<file path="config.mk">
export PLATFORM = sky130hd
export DESIGN_NAME = decode_stage
export DESIGN_NICKNAME = d
export VERILOG_FILES = /design/src/isa_pkg.sv /design/src/decode_pkg.sv /design/src/decode_stage.sv /design/src/branch_decode.sv /design/src/imm_decode.sv /design/src/special_decode.sv
export VERILOG_INCLUDE_DIRS = /design/src /design/src/include
export SDC_FILE = /design/constraint.sdc
export NUM_CORES = 1
export LEC_CHECK = 0
export BUFFER_PORTS_ARGS = -buffer_cell sky130_fd_sc_hd__buf_4
export CELL_PAD_IN_SITES_DETAIL_PLACEMENT = 0
export CELL_PAD_IN_SITES_GLOBAL_PLACEMENT = 1
export CORE_UTILIZATION = 40
export DETAILED_ROUTE_END_ITERATION = 6
export PLACE_DENSITY_LB_ADDON = 0.15
export SETUP_SLACK_MARGIN = 0.5
export SLEW_MARGIN = 20
export SYNTH_ARGS = -nofsm -noshare
export SYNTH_HDL_FRONTEND = slang
export SYNTH_SLANG_ARGS = --single-unit
</file>
<file path="constraint.sdc">
create_clock -name clk -period 3.7 [get_ports clk]
set_input_delay 0.74 -clock clk [delete_from_list [all_inputs] [get_ports clk]]
set_output_delay 0.74 -clock clk [all_outputs]
set_load 0.02 [all_outputs]
</file>
<file path="src/include/mips_defs.svh">
`ifndef MIPS_DEFS_SVH
`define MIPS_DEFS_SVH

// Datapath widths
`define WORD_W      32
`define REG_ADDR_W  5

// Return address register for JAL, JALR and the linking REGIMM branches
`define LINK_REG    31

// Instruction field positions
`define OPCODE_HI   31
`define OPCODE_LO   26
`define RS_HI       25
`define RS_LO       21
`define RT_HI       20
`define RT_LO       16
`define RD_HI       15
`define RD_LO       11
`define SHAMT_HI    10
`define SHAMT_LO    6
`define FUNCT_HI    5
`define FUNCT_LO    0

`endif
</file>
<file path="src/isa_pkg.sv">
`include "mips_defs.svh"

package isa_pkg;

    typedef logic [`WORD_W-1:0]     word_t;
    typedef logic [`REG_ADDR_W-1:0] reg_addr_t;

    // Primary opcodes that are decoded, everything else is reserved
    typedef enum logic [5:0] {
        OP_SPECIAL = 6'b000000,
        OP_REGIMM  = 6'b000001,
        OP_J       = 6'b000010,
        OP_JAL     = 6'b000011,
        OP_BEQ     = 6'b000100,
        OP_BNE     = 6'b000101,
        OP_BLEZ    = 6'b000110,
        OP_BGTZ    = 6'b000111,
        OP_ADDI    = 6'b001000,
        OP_ADDIU   = 6'b001001,
        OP_SLTI    = 6'b001010,
        OP_SLTIU   = 6'b001011,
        OP_ANDI    = 6'b001100,
        OP_ORI     = 6'b001101,
        OP_XORI    = 6'b001110,
        OP_LUI     = 6'b001111,
        OP_LB      = 6'b100000,
        OP_LH      = 6'b100001,
        OP_LW      = 6'b100011,
        OP_LBU     = 6'b100100,
        OP_LHU     = 6'b100101,
        OP_SB      = 6'b101000,
        OP_SH      = 6'b101001,
        OP_SW      = 6'b101011
    } opcode_e;

    // SPECIAL function field
    typedef enum logic [5:0] {
        F_SLL  = 6'b000000,
        F_SRL  = 6'b000010,
        F_SRA  = 6'b000011,
        F_SLLV = 6'b000100,
        F_SRLV = 6'b000110,
        F_SRAV = 6'b000111,
        F_JR   = 6'b001000,
        F_JALR = 6'b001001,
        F_ADD  = 6'b100000,
        F_ADDU = 6'b100001,
        F_SUB  = 6'b100010,
        F_SUBU = 6'b100011,
        F_AND  = 6'b100100,
        F_OR   = 6'b100101,
        F_XOR  = 6'b100110,
        F_NOR  = 6'b100111,
        F_SLT  = 6'b101010,
        F_SLTU = 6'b101011
    } funct_e;

    // REGIMM group, selected by the rt field
    typedef enum logic [4:0] {
        RI_BLTZ   = 5'b00000,
        RI_BGEZ   = 5'b00001,
        RI_BLTZAL = 5'b10000,
        RI_BGEZAL = 5'b10001
    } regimm_e;

endpackage

</file>
<file path="src/decode_pkg.sv">
package decode_pkg;

    import isa_pkg::*;

    // Zero is kept for RESERVED so an idle result carries no operation
    typedef enum logic [5:0] {
        RESERVED = 6'd0,
        ADD, ADDU, SUB, SUBU, SLT, SLTU, AND, OR, XOR, NOR,
        SLL, SRL, SRA, SLLV, SRLV, SRAV,
        JR, JALR,
        ADDI, ADDIU, SLTI, SLTIU, ANDI, ORI, XORI, LUI,
        BEQ, BNE, BGEZ, BLTZ, BGEZAL, BLTZAL, BGTZ, BLEZ,
        J, JAL,
        LB, LBU, LH, LHU, LW, SB, SH, SW
    } decoded_op_e;

    typedef enum logic [3:0] {
        ALU_PASSA = 4'd0,
        ALU_ADD, ALU_ADDU, ALU_SUB, ALU_SUBU, ALU_SLT, ALU_SLTU,
        ALU_AND, ALU_OR, ALU_XOR, ALU_NOR,
        ALU_SLL, ALU_SRL, ALU_SRA, ALU_LUI
    } alu_func_e;

    typedef enum logic [2:0] {
        T_NONE = 3'd0,
        T_BEQ, T_BNE, T_BGEZ, T_BLTZ, T_BGTZ, T_BLEZ
    } branch_type_e;

    typedef enum logic {
        REGB = 1'b0,
        IMM  = 1'b1
    } alu_src_e;

    typedef struct packed {
        alu_func_e    alufunc;
        alu_src_e     alusrc;
        logic         regwrite;
        logic         memtoreg;
        logic         memwrite;
        logic         zeroext;
        logic         shamt_valid;
        logic         delayen;
        logic         branch;
        logic         branch1;
        logic         branch2;
        branch_type_e branch_type;
        logic         jump;
        logic         jr;
        logic         is_link;
    } control_t;

    typedef struct packed {
        decoded_op_e op;
        control_t    ctl;
        reg_addr_t   srcrega;
        reg_addr_t   srcregb;
        reg_addr_t   destreg;
        logic        exception_ri;
    } decode_result_t;

    // Register and immediate forms share one ALU operation
    function automatic alu_func_e alu_func_of(decoded_op_e op);
        alu_func_e f;
        case (op)
            ADD, ADDI:   f = ALU_ADD;
            ADDU, ADDIU: f = ALU_ADDU;
            SUB:         f = ALU_SUB;
            SUBU:        f = ALU_SUBU;
            SLT, SLTI:   f = ALU_SLT;
            SLTU, SLTIU: f = ALU_SLTU;
            AND, ANDI:   f = ALU_AND;
            OR, ORI:     f = ALU_OR;
            XOR, XORI:   f = ALU_XOR;
            NOR:         f = ALU_NOR;
            SLL, SLLV:   f = ALU_SLL;
            SRL, SRLV:   f = ALU_SRL;
            SRA, SRAV:   f = ALU_SRA;
            LUI:         f = ALU_LUI;
            default:     f = ALU_PASSA;
        endcase
        return f;
    endfunction

endpackage

</file>
<file path="src/decode_stage.sv">
`timescale 1ns/1ps
`include "mips_defs.svh"

module decode_stage
    import isa_pkg::*;
    import decode_pkg::*;
(
    input  logic           clk,
    input  logic           rst_n,
    input  word_t          instr,
    input  logic           instr_valid,
    output decode_result_t dec,
    output logic           dec_valid
);

    opcode_e        opcode;
    funct_e         funct;
    regimm_e        regimm;
    reg_addr_t      rs;
    reg_addr_t      rt;
    reg_addr_t      rd;
    decode_result_t special_res;
    decode_result_t imm_res;
    decode_result_t branch_res;
    decode_result_t next_dec;
    logic           special_hit;
    logic           imm_hit;
    logic           branch_hit;

    assign opcode = opcode_e'(instr[`OPCODE_HI:`OPCODE_LO]);
    assign funct  = funct_e'(instr[`FUNCT_HI:`FUNCT_LO]);
    assign regimm = regimm_e'(instr[`RT_HI:`RT_LO]);
    assign rs     = instr[`RS_HI:`RS_LO];
    assign rt     = instr[`RT_HI:`RT_LO];
    assign rd     = instr[`RD_HI:`RD_LO];

    special_decode u_special (
        .opcode (opcode),
        .funct  (funct),
        .rs     (rs),
        .rt     (rt),
        .rd     (rd),
        .res    (special_res),
        .hit    (special_hit)
    );

    imm_decode u_imm (
        .opcode (opcode),
        .rs     (rs),
        .rt     (rt),
        .res    (imm_res),
        .hit    (imm_hit)
    );

    branch_decode u_branch (
        .opcode (opcode),
        .regimm (regimm),
        .rs     (rs),
        .rt     (rt),
        .res    (branch_res),
        .hit    (branch_hit)
    );

    // Sub-decoders drive zero when they miss, so OR is enough to merge
    always_comb begin
        next_dec = decode_result_t'(special_res | imm_res | branch_res);
        if (!(special_hit || imm_hit || branch_hit)) begin
            next_dec = '0;
            next_dec.op = RESERVED;
            next_dec.ctl.alufunc = ALU_PASSA;
            next_dec.exception_ri = 1'b1;
        end
    end

    always_ff @(posedge clk) begin
        if (!rst_n) begin
            dec <= '0;
            dec_valid <= 1'b0;
        end else begin
            dec_valid <= instr_valid;
            if (instr_valid) begin
                dec <= next_dec;
            end
        end
    end

    // Opcode ownership of the sub-decoders must not overlap
    a_one_owner: assert property (@(posedge clk) disable iff (!rst_n)
        $onehot0({special_hit, imm_hit, branch_hit}));

    a_ri_no_write: assert property (@(posedge clk) disable iff (!rst_n)
        dec_valid && dec.exception_ri |-> !dec.ctl.regwrite && !dec.ctl.memwrite);

    a_reset_idle: assert property (@(posedge clk) !rst_n |=> !dec_valid);

endmodule

</file>
<file path="src/branch_decode.sv">
`timescale 1ns/1ps
`include "mips_defs.svh"

module branch_decode
    import isa_pkg::*;
    import decode_pkg::*;
(
    input  opcode_e        opcode,
    input  regimm_e        regimm,
    input  reg_addr_t      rs,
    input  reg_addr_t      rt,
    output decode_result_t res,
    output logic           hit
);

    decoded_op_e  op;
    branch_type_e btype;
    logic         two_reg;
    logic         abs_jump;
    logic         link;

    always_comb begin
        case (opcode)
            OP_BEQ:  op = BEQ;
            OP_BNE:  op = BNE;
            OP_BGTZ: op = BGTZ;
            OP_BLEZ: op = BLEZ;
            OP_J:    op = J;
            OP_JAL:  op = JAL;
            OP_REGIMM: begin
                case (regimm)
                    RI_BGEZ:   op = BGEZ;
                    RI_BLTZ:   op = BLTZ;
                    RI_BGEZAL: op = BGEZAL;
                    RI_BLTZAL: op = BLTZAL;
                    default:   op = RESERVED;
                endcase
            end
            default: op = RESERVED;
        endcase
    end

    // Linking forms test the same condition as the plain ones
    always_comb begin
        case (op)
            BEQ:            btype = T_BEQ;
            BNE:            btype = T_BNE;
            BGEZ, BGEZAL:   btype = T_BGEZ;
            BLTZ, BLTZAL:   btype = T_BLTZ;
            BGTZ:           btype = T_BGTZ;
            BLEZ:           btype = T_BLEZ;
            default:        btype = T_NONE;
        endcase
    end

    assign two_reg  = op inside {BEQ, BNE};
    assign abs_jump = op inside {J, JAL};
    assign link     = op inside {BGEZAL, BLTZAL, JAL};
    assign hit      = (op != RESERVED);

    always_comb begin
        res = '0;
        if (hit) begin
            res.op = op;
            res.srcrega = abs_jump ? '0 : rs;
            res.srcregb = two_reg ? rt : '0;
            res.destreg = link ? reg_addr_t'(`LINK_REG) : '0;
            res.ctl.branch = !abs_jump;
            res.ctl.branch1 = !abs_jump && !two_reg;
            res.ctl.branch2 = two_reg;
            res.ctl.branch_type = btype;
            res.ctl.jump = abs_jump;
            res.ctl.regwrite = link;
            res.ctl.is_link = link;
        end
    end

endmodule

</file>
<file path="src/imm_decode.sv">
`timescale 1ns/1ps

module imm_decode
    import isa_pkg::*;
    import decode_pkg::*;
(
    input  opcode_e        opcode,
    input  reg_addr_t      rs,
    input  reg_addr_t      rt,
    output decode_result_t res,
    output logic           hit
);

    decoded_op_e op;
    logic        is_load;
    logic        is_store;

    always_comb begin
        case (opcode)
            OP_ADDI:  op = ADDI;
            OP_ADDIU: op = ADDIU;
            OP_SLTI:  op = SLTI;
            OP_SLTIU: op = SLTIU;
            OP_ANDI:  op = ANDI;
            OP_ORI:   op = ORI;
            OP_XORI:  op = XORI;
            OP_LUI:   op = LUI;
            OP_LB:    op = LB;
            OP_LBU:   op = LBU;
            OP_LH:    op = LH;
            OP_LHU:   op = LHU;
            OP_LW:    op = LW;
            OP_SB:    op = SB;
            OP_SH:    op = SH;
            OP_SW:    op = SW;
            default:  op = RESERVED;
        endcase
    end

    assign is_load  = op inside {LB, LBU, LH, LHU, LW};
    assign is_store = op inside {SB, SH, SW};
    assign hit      = (op != RESERVED);

    always_comb begin
        res = '0;
        if (hit) begin
            res.op = op;
            res.ctl.alusrc = IMM;
            // LUI ignores rs
            res.srcrega = (op == LUI) ? '0 : rs;
            if (is_store) begin
                res.srcregb = rt;
                res.ctl.memwrite = 1'b1;
            end else begin
                res.destreg = rt;
                res.ctl.regwrite = 1'b1;
                if (is_load) begin
                    res.ctl.memtoreg = 1'b1;
                end else begin
                    res.ctl.alufunc = alu_func_of(op);
                    // Logical immediates are zero extended
                    res.ctl.zeroext = op inside {ANDI, ORI, XORI};
                    res.ctl.delayen = (op != ADDI);
                end
            end
        end
    end

endmodule

</file>
<file path="src/special_decode.sv">
`timescale 1ns/1ps
`include "mips_defs.svh"

module special_decode
    import isa_pkg::*;
    import decode_pkg::*;
(
    input  opcode_e        opcode,
    input  funct_e         funct,
    input  reg_addr_t      rs,
    input  reg_addr_t      rt,
    input  reg_addr_t      rd,
    output decode_result_t res,
    output logic           hit
);

    decoded_op_e op;
    logic        const_shift;
    logic        reg_jump;

    always_comb begin
        case (funct)
            F_ADD:   op = ADD;
            F_ADDU:  op = ADDU;
            F_SUB:   op = SUB;
            F_SUBU:  op = SUBU;
            F_SLT:   op = SLT;
            F_SLTU:  op = SLTU;
            F_AND:   op = AND;
            F_OR:    op = OR;
            F_XOR:   op = XOR;
            F_NOR:   op = NOR;
            F_SLL:   op = SLL;
            F_SRL:   op = SRL;
            F_SRA:   op = SRA;
            F_SLLV:  op = SLLV;
            F_SRLV:  op = SRLV;
            F_SRAV:  op = SRAV;
            F_JR:    op = JR;
            F_JALR:  op = JALR;
            default: op = RESERVED;
        endcase
    end

    // Constant shifts take the amount from shamt, not from rs
    assign const_shift = op inside {SLL, SRL, SRA};
    assign reg_jump    = op inside {JR, JALR};
    assign hit         = (opcode == OP_SPECIAL) && (op != RESERVED);

    always_comb begin
        res = '0;
        if (hit) begin
            res.op = op;
            res.ctl.alufunc = alu_func_of(op);
            res.srcrega = const_shift ? '0 : rs;
            if (reg_jump) begin
                res.ctl.jump = 1'b1;
                res.ctl.jr = 1'b1;
                if (op == JALR) begin
                    res.ctl.regwrite = 1'b1;
                    res.ctl.is_link = 1'b1;
                    res.destreg = reg_addr_t'(`LINK_REG);
                end
            end else begin
                res.srcregb = rt;
                res.destreg = rd;
                res.ctl.alusrc = REGB;
                res.ctl.regwrite = 1'b1;
                res.ctl.shamt_valid = const_shift;
                // Trapping add and subtract excluded
                res.ctl.delayen = !(op inside {ADD, SUB});
            end
        end
    end

endmodule

</file>
==> results of run 1 <==
-- layout by cell type, fill, tap and decap left out, types with 5 or more instances in the layout --
cell type and instances:
buf_4 101, nand2_1 47, dfxtp_1 43, o21ai_0 33, a21oi_1 28, nor2_1 27
ha_1 23, nand2b_1 12, nor2b_1 12, inv_1 10, nor3_1 9, mux2i_1 8
nand3_1 8, a211oi_1 7, a221o_1 7, a22o_1 7, o21a_1 6, o21ai_1 5
a21o_1 5, and3_1 5, clkbuf_8 5
-- repair_timing --
action	CTS	global route
hold buffers	0	0
setup buffers	0	2
setup endpoints to repair	16	19
resized for setup	5	21
pin swaps	0	5
-- layout make-up --
cell class | count | area [sq um]
clock buffers | 5 | 68.82
clock inverters | 3 | 23.77
fillers | 755 | 3580
inverters | 14 | 52.55
multi-input cells | 339 | 2405
flip-flops and latches | 43 | 860.8
well taps | 102 | 127.6
repair buffers | 102 | 769.5
-- through the flow --
| stage | cells | power [mW] | cell area, sq um |
|---|---|---|---|
| after floorplan | 418 | 0.6995 | 3339 |
| after global placement | 598 | 0.8206 | 4105 |
| after CTS | 606 | 1.145 | 4224 |
| after global routing | 608 | 1.211 | 4308 |
| final | 608 | 1.153 | 4308 |
| after detailed placement | 598 | 0.8251 | 4105 |
-- sequential cells by signal (all words and copies together) (netlist names) --
name	count
dec_valid	1
dec	42
-- worst max-delay path, delay by kind of cell --
family	cells	cell delay, ns
compound gates	4	0.89
buf+inv	3	0.36
simple gates	3	0.99
fa+ha+maj	1	0.25
-- where the power goes --
group | switching (mW) | internal (mW) | leakage [nW]
Combinational | 0.198 | 0.146 | 1.44
Sequential | 0.00931 | 0.480 | 0.349
Clock | 0.184 | 0.135 | 0.0408
Total | 0.392 | 0.761 | 1.83
-- final timing paths --
path / slack, ns / end / startpoint / cells after the start
setup reg to reg: 2.92 / dec[18] / dec[18] / 2
hold / removal: 0.45 / dec[15] / dec[15] / 2
setup / recovery: 0.67 / dec[2] / instr[26] / 11
hold reg to reg: 0.45 / dec[15] / dec[15] / 2
-- layer usage --
metal | global-route usage, % | wire [um]
met1 | 30.98 | 4768
met2 | 37.07 | 4416
met3 | 3.496 | 474
met4 | 5.128 | 134
met5 | 0 | 0
-- logic make-up after synthesis --
logic type                 after synthesis
xor gates and xnor gates                 2
buffers and inverters                   36
AOI/OAI and AO/OA                      150
and+or+nand+nor                        150
adders and majority gates               28
muxes                                    9
DFF                                     43
==> run summary, run 1 <==
Status: complete, no violations
Core area: 0.007888 sq mm
Final setup margin: 0.6651 ns
Max-slew headroom: 42.80%
Ys Warns: 0
Fmax: 329.5 MHz
DR DRC count: 0
Die height: 93.25 um
DR pass1 iterations: 5
Synthesized area: 0.003331 sq mm
EDFF count, synth: 0
Area share of fa/ha/maj cells after synthesis: 10.52%
Seq/Total Area, Yosys: 25.85%
Crit path largest cell delay: 0.62 ns
Top FF cell, synth: dfxtp_1
Total CTS buffers: 5
Synthesized Nets: 481
PwrDens: 267.6 mW/mm^2
CTS sink count: 43
Main combinational cell family by area after synthesis: compound AO/OA/AOI/OAI gates
Max Root-Sink Buffers: 2
Net count, final: 568
Simple-gate portion of the synthesized area: 23.25%
Clock tree from TritonCTS: done
Total negative slack: 0 ns
Routed len/inst: 16.11 um
Final ANT Viol Nets: 0
GRT Total Usage: 22.57%
CP cell instances: buf_4 -> inv_1 -> ha_1 -> nand2b_1 -> and3_1 -> o221a_1 -> or4_4 -> o31ai_4 -> buf_6 -> a21oi_1 -> a221o_1
CP Max Fanout: 11
Share of layout cells above drive strength 1: 29.45%
HPWL after DPL: 7615 um
GP Congestion: 0.9233
DRT Wirelength: 9793 um
Max Cap Violations: 0
Num rows: 32
Initial Utilization: 42.23%
Compound-Gate Fraction of Synth Area: 32.12%
Post-Synthesis Cells: 418
WHS: 0.4490 ns
Clk slew on worst S/H paths: 0.09 ns
Vias after detailed routing: 3,456
Skew-Pair Late Insertion Delay: 0.30 ns
Max VDD drop: 0.1564 mV
Final Util: 54.62%
Synth area leader: dfxtp_1
Share of Yosys cell area claimed by the top area cell type: 25.85%
# IOs: 78
Final hold viol count: 0
First-pass GRT wire length: 15,700 um
Crit path max-delay cell type: or4_4
Fin. max-slew vios: 0
CP endpoint kind: flop
Die Wd: 93.25 um
Die Area: 0.008696 sq mm
Post-Syn Area per Cell: 7.968 sq um
Final Skew: 0 ns
Setup CP Type: in2reg
Iter 0 DRT Violations: 189
Most frequent cells after synthesis: nand2_1 (47), dfxtp_1 (43), o21ai_0 (35)
Unique masters post-synth: 67
Global route overflow: 0
Number of global-route vias before repair: 3,244
Critical Path AT: 3.23 ns
Top-count cell post-synth: nand2_1
Pre-CTS WS: 0.05631 ns
Initial antenna violation count: 0
Lkg Pwr: 1.830 nW
IO Port Bufs: 72
Final setup vio count: 0
Final period util: 82.02%
Largest net degree at the start of global routing: 27
Clock root cell: clkbuf_8
Post-synthesis mux area share: 2.742%
Antenna diode count: 0
Required time of the critical path: 3.90 ns
HP Class: reg2reg
Fraction of registers with async set/reset: 0%
RSZ-0062 raised after global routing: false
Min Tclk post-route: 3.035 ns
Htree depth: 2
Layout Area Growth over Synthesis: 29.34%
Yosys reg bits: 43
Startpoint types: input pin
Top post-synthesis cells by area: dfxtp_1 (26%), ha_1 (11%), nand2_1 (5.3%), o21ai_0 (5.3%), a21oi_1 (4.5%)
Vias per inst: 5.684
XOR/XNOR Fraction of Synth Area: 0.5259%
Actual slew at the worst max-slew pin: 0.8541 ns
Note: power is estimated with default switching activity, not from simulation.
==> inputs of run 2 (changes only) <==
Settings changed: ABC_AREA from default to 1, CORE_UTILIZATION 40 to 34.
Clock period 3.7 ns to 2.6 ns, I/O delays scaled along.
==> run 2 against run 1 <==
Count of clock-buffer cells in the layout increased by 1. Combinational power increased by 120%. First-iteration DRC count increased by 21%. Sequential power increased by 44%. Non-clock buffer count increased by 63. Synthesized cell count increased by 45%. Setup slack got worse by 0.27 ns. Worst hold slack improved by 0.0043 ns. Synthesized area increased by 9.2%. Critical path depth increased by 10. Critical path type unchanged. Largest power group is now combinational cells.
==> run summary, run 2 <==
Sequential share of power: 37.2%
Die height: 105.4 um
Share of layout cells above drive strength 1: 39.08%
Yosys reg bits: 43
Worst r2r path cells: 4
Largest regs: dec x42, dec_valid x1
RSZ-0062 raised after global routing: true
Initial antenna violation count: 0
Switching share of total power: 35.37%
CP dominant cell by count: nand2_1
Min Tclk post-route: 2.205 ns
First-pass GRT wire length: 19,190 um
Int Power: 1.220 mW
Layout Area Growth over Synthesis: 57.57%
EDFF count, synth: 0
Crit path largest cell delay: 0.22 ns
Net count, final: 827
Cells after DPL: 860
Required time of the critical path: 2.86 ns
Most frequent cells after synthesis: nand2_1 (219), nand3_1 (90), inv_1 (57)
Hold Path Depth: 2
Total CTS buffers: 5
Combinational share of power: 40.4%
Crit path max-delay cell type: ha_4
NetSw: 0.6679 mW
DR DRC count: 0
Htree depth: 2
R2r endpoint: dec[18]
Clock tree from TritonCTS: done
Post-Syn Area per Cell: 6.010 sq um
Unique masters post-synth: 31
HP Class: reg2reg
IO Port Bufs: 72
Fraction of registers with async set/reset: 0%
Worst Path Buf+Inv: 6
Initial Utilization: 35.22%
Core area: 0.01032 sq mm
Reg with most FFs: dec
Max VDD drop: 0.1643 mV
Final ANT Viol Nets: 0
HPWL after DPL: 8882 um
Synthesized Nets: 668
Clock root cell: clkbuf_8
Final setup vio count: 0
CP cell instances: buf_8 -> clkinvlp_4 -> ha_4 -> nand2_1 -> inv_1 -> o21ai_1 -> nand2_1 -> a21oi_4 -> inv_4 -> buf_4 -> buf_6 -> ha_1 -> nand2_1 -> nand2_1 -> nand2_1 -> nand2_1 -> nand2_1 -> nand2_1 -> nand2_1 -> nand2_2 -> nand2_1
Max reg flops: 42
PwrDens: 329.6 mW/mm^2
Hold Crit Endpoint: dec[28]
Lkg Pwr: 2.908 nW
HP Start: dec[28]
Actual slew at the worst max-slew pin: 0.4117 ns
GRT Total Usage: 21.42%
CP Max Fanout: 3
Max Cap Violations: 0
Tot Pwr: 1.888 mW
Setup CP Type: in2reg
Skew-Pair Late Insertion Delay: 0.30 ns
Reg-to-Reg Start: dec[18]
Die Area: 0.01111 sq mm
Num rows: 37
Seq/Total Area, Yosys: 23.68%
Area post-placement: 0.004901 sq mm
# IOs: 78
Status: complete, no violations
Synthesized area: 0.003636 sq mm
CP endpoint kind: flop
Global route overflow: 0
Clk slew on worst S/H paths: 0.09 ns
Most common cell after layout, fill and taps aside: nand2_1
DR pass1 iterations: 5
Ys Warns: 0
Max-slew headroom: 72.52%
CP delay by family, top: simple AND/OR/NAND/NOR gates
Clock power frac: 22.4%
Die Wd: 105.4 um
Fin. max-slew vios: 0
Top post-synthesis cells by area: dfxtp_1 (24%), nand2_1 (23%), nand3_1 (12%), ha_1 (9.6%), inv_1 (5.9%)
GP Congestion: 0.8639
Antenna diode count: 0
Post-Synthesis Cells: 605
CTS sink count: 43
Top FF cell, synth: dfxtp_1
Largest net degree at the start of global routing: 29
Fmax: 453.5 MHz
Vias after detailed routing: 4,377
Vias per inst: 4.858
Max Root-Sink Buffers: 2
Startpoint types: input pin
Routed len/inst: 13.11 um
DRT Wirelength: 11,810 um
Share of Yosys cell area claimed by the top area cell type: 23.68%
Reg-to-reg slack, setup: 1.96 ns
Final period util: 84.81%
Iter 0 DRT Violations: 229
Number of global-route vias before repair: 4,105
Final std cells w/o fill: 901
Final Skew: 0 ns
Synth area leader: dfxtp_1
Commonest cells after routing, fill and taps aside: nand2_1 (194), buf_4 (146), nand3_1 (71)
Final hold viol count: 0
Top-count cell post-synth: nand2_1
Cell area after layout: 0.005729 sq mm
Critical Path AT: 2.46 ns
## run 2: how the worst max path moves through the flow
stage / start / endpoint / depth (start not counted)
after floorplan: instr[1] / dec[2] / 15
after global placement: instr[0] / dec[36] / 15
after detailed placement: instr[0] / dec[25] / 15
after CTS: instr[26] / dec[12] / 16
after global routing: instr[1] / dec[34] / 21
final: instr[1] / dec[34] / 21
## run 2: worst min-delay path, delay by kind of cell, from the launching register on
family | cells | cell delay (ns)
simple gates | 2 | 0.10
flops | 1 | 0.31
## run 2: power groups by stage
stage / clock [mW] / sequential [mW] / combinational (mW)
floorplan: 0 / 0.751 / 0.334
global placement: 0 / 0.717 / 0.617
detailed placement: 0 / 0.718 / 0.621
CTS: 0.439 / 0.703 / 0.708
global route: 0.466 / 0.706 / 0.839
finish: 0.422 / 0.702 / 0.764
## run 2: layout make-up
type	instances	area, sq um
Timing Repair Buffer	165	1383
Multi-Input combinational cell	480	2928
Sequential cell	43	860.8
Clock inverter	2	12.51
Inverter	69	302.8
Clock buffer	6	72.57
Tap cell	136	170.2
Fill cell	1030	4594
## run 2: kinds of logic after synthesis
logic type                 Yosys count  share of synthesized area, %
buffers and inverters               83                         9.567
AOI/OAI and AO/OA                   58                         9.153
and+or+nand+nor                    393                         47.97
DFF                                 43                         23.68
adders and majority gates           28                         9.635
## run 2: per-stage QoR
stage | util (%) | worst slack, ns | TNS [ns] | hold WS, ns
floorplan | - | 0.1369 | 0 | 0.5311
global placement | 47.47 | -0.1954 | -4.840 | 0.4391
detailed placement | 47.47 | -0.2835 | -6.880 | 0.4410
CTS | 52.76 | 0.4030 | 0 | 0.4521
global route | 55.50 | 0.2276 | 0 | 0.4713
finish | 55.50 | 0.3949 | 0 | 0.4533
## run 2: repair_timing
item	in CTS	in global routing
cloned	2	0
setup buffers	19	12
resized for setup	65	48
hold buffers	0	0
pin swaps	33	27
setup endpoints to repair	36	38
## run 2: per-layer routing
| layer | global-route usage (%) | part of all wire (%) | vias to the layer above |
|---|---|---|---|
| li1 | - | - | 2267 |
| met1 | 27.35 | 46 | 2005 |
| met2 | 37.22 | 49 | 90 |
| met3 | 1.855 | 3.0 | 15 |
| met4 | 8.149 | 2.2 | 0 |
| met5 | 0 | 0 | - |
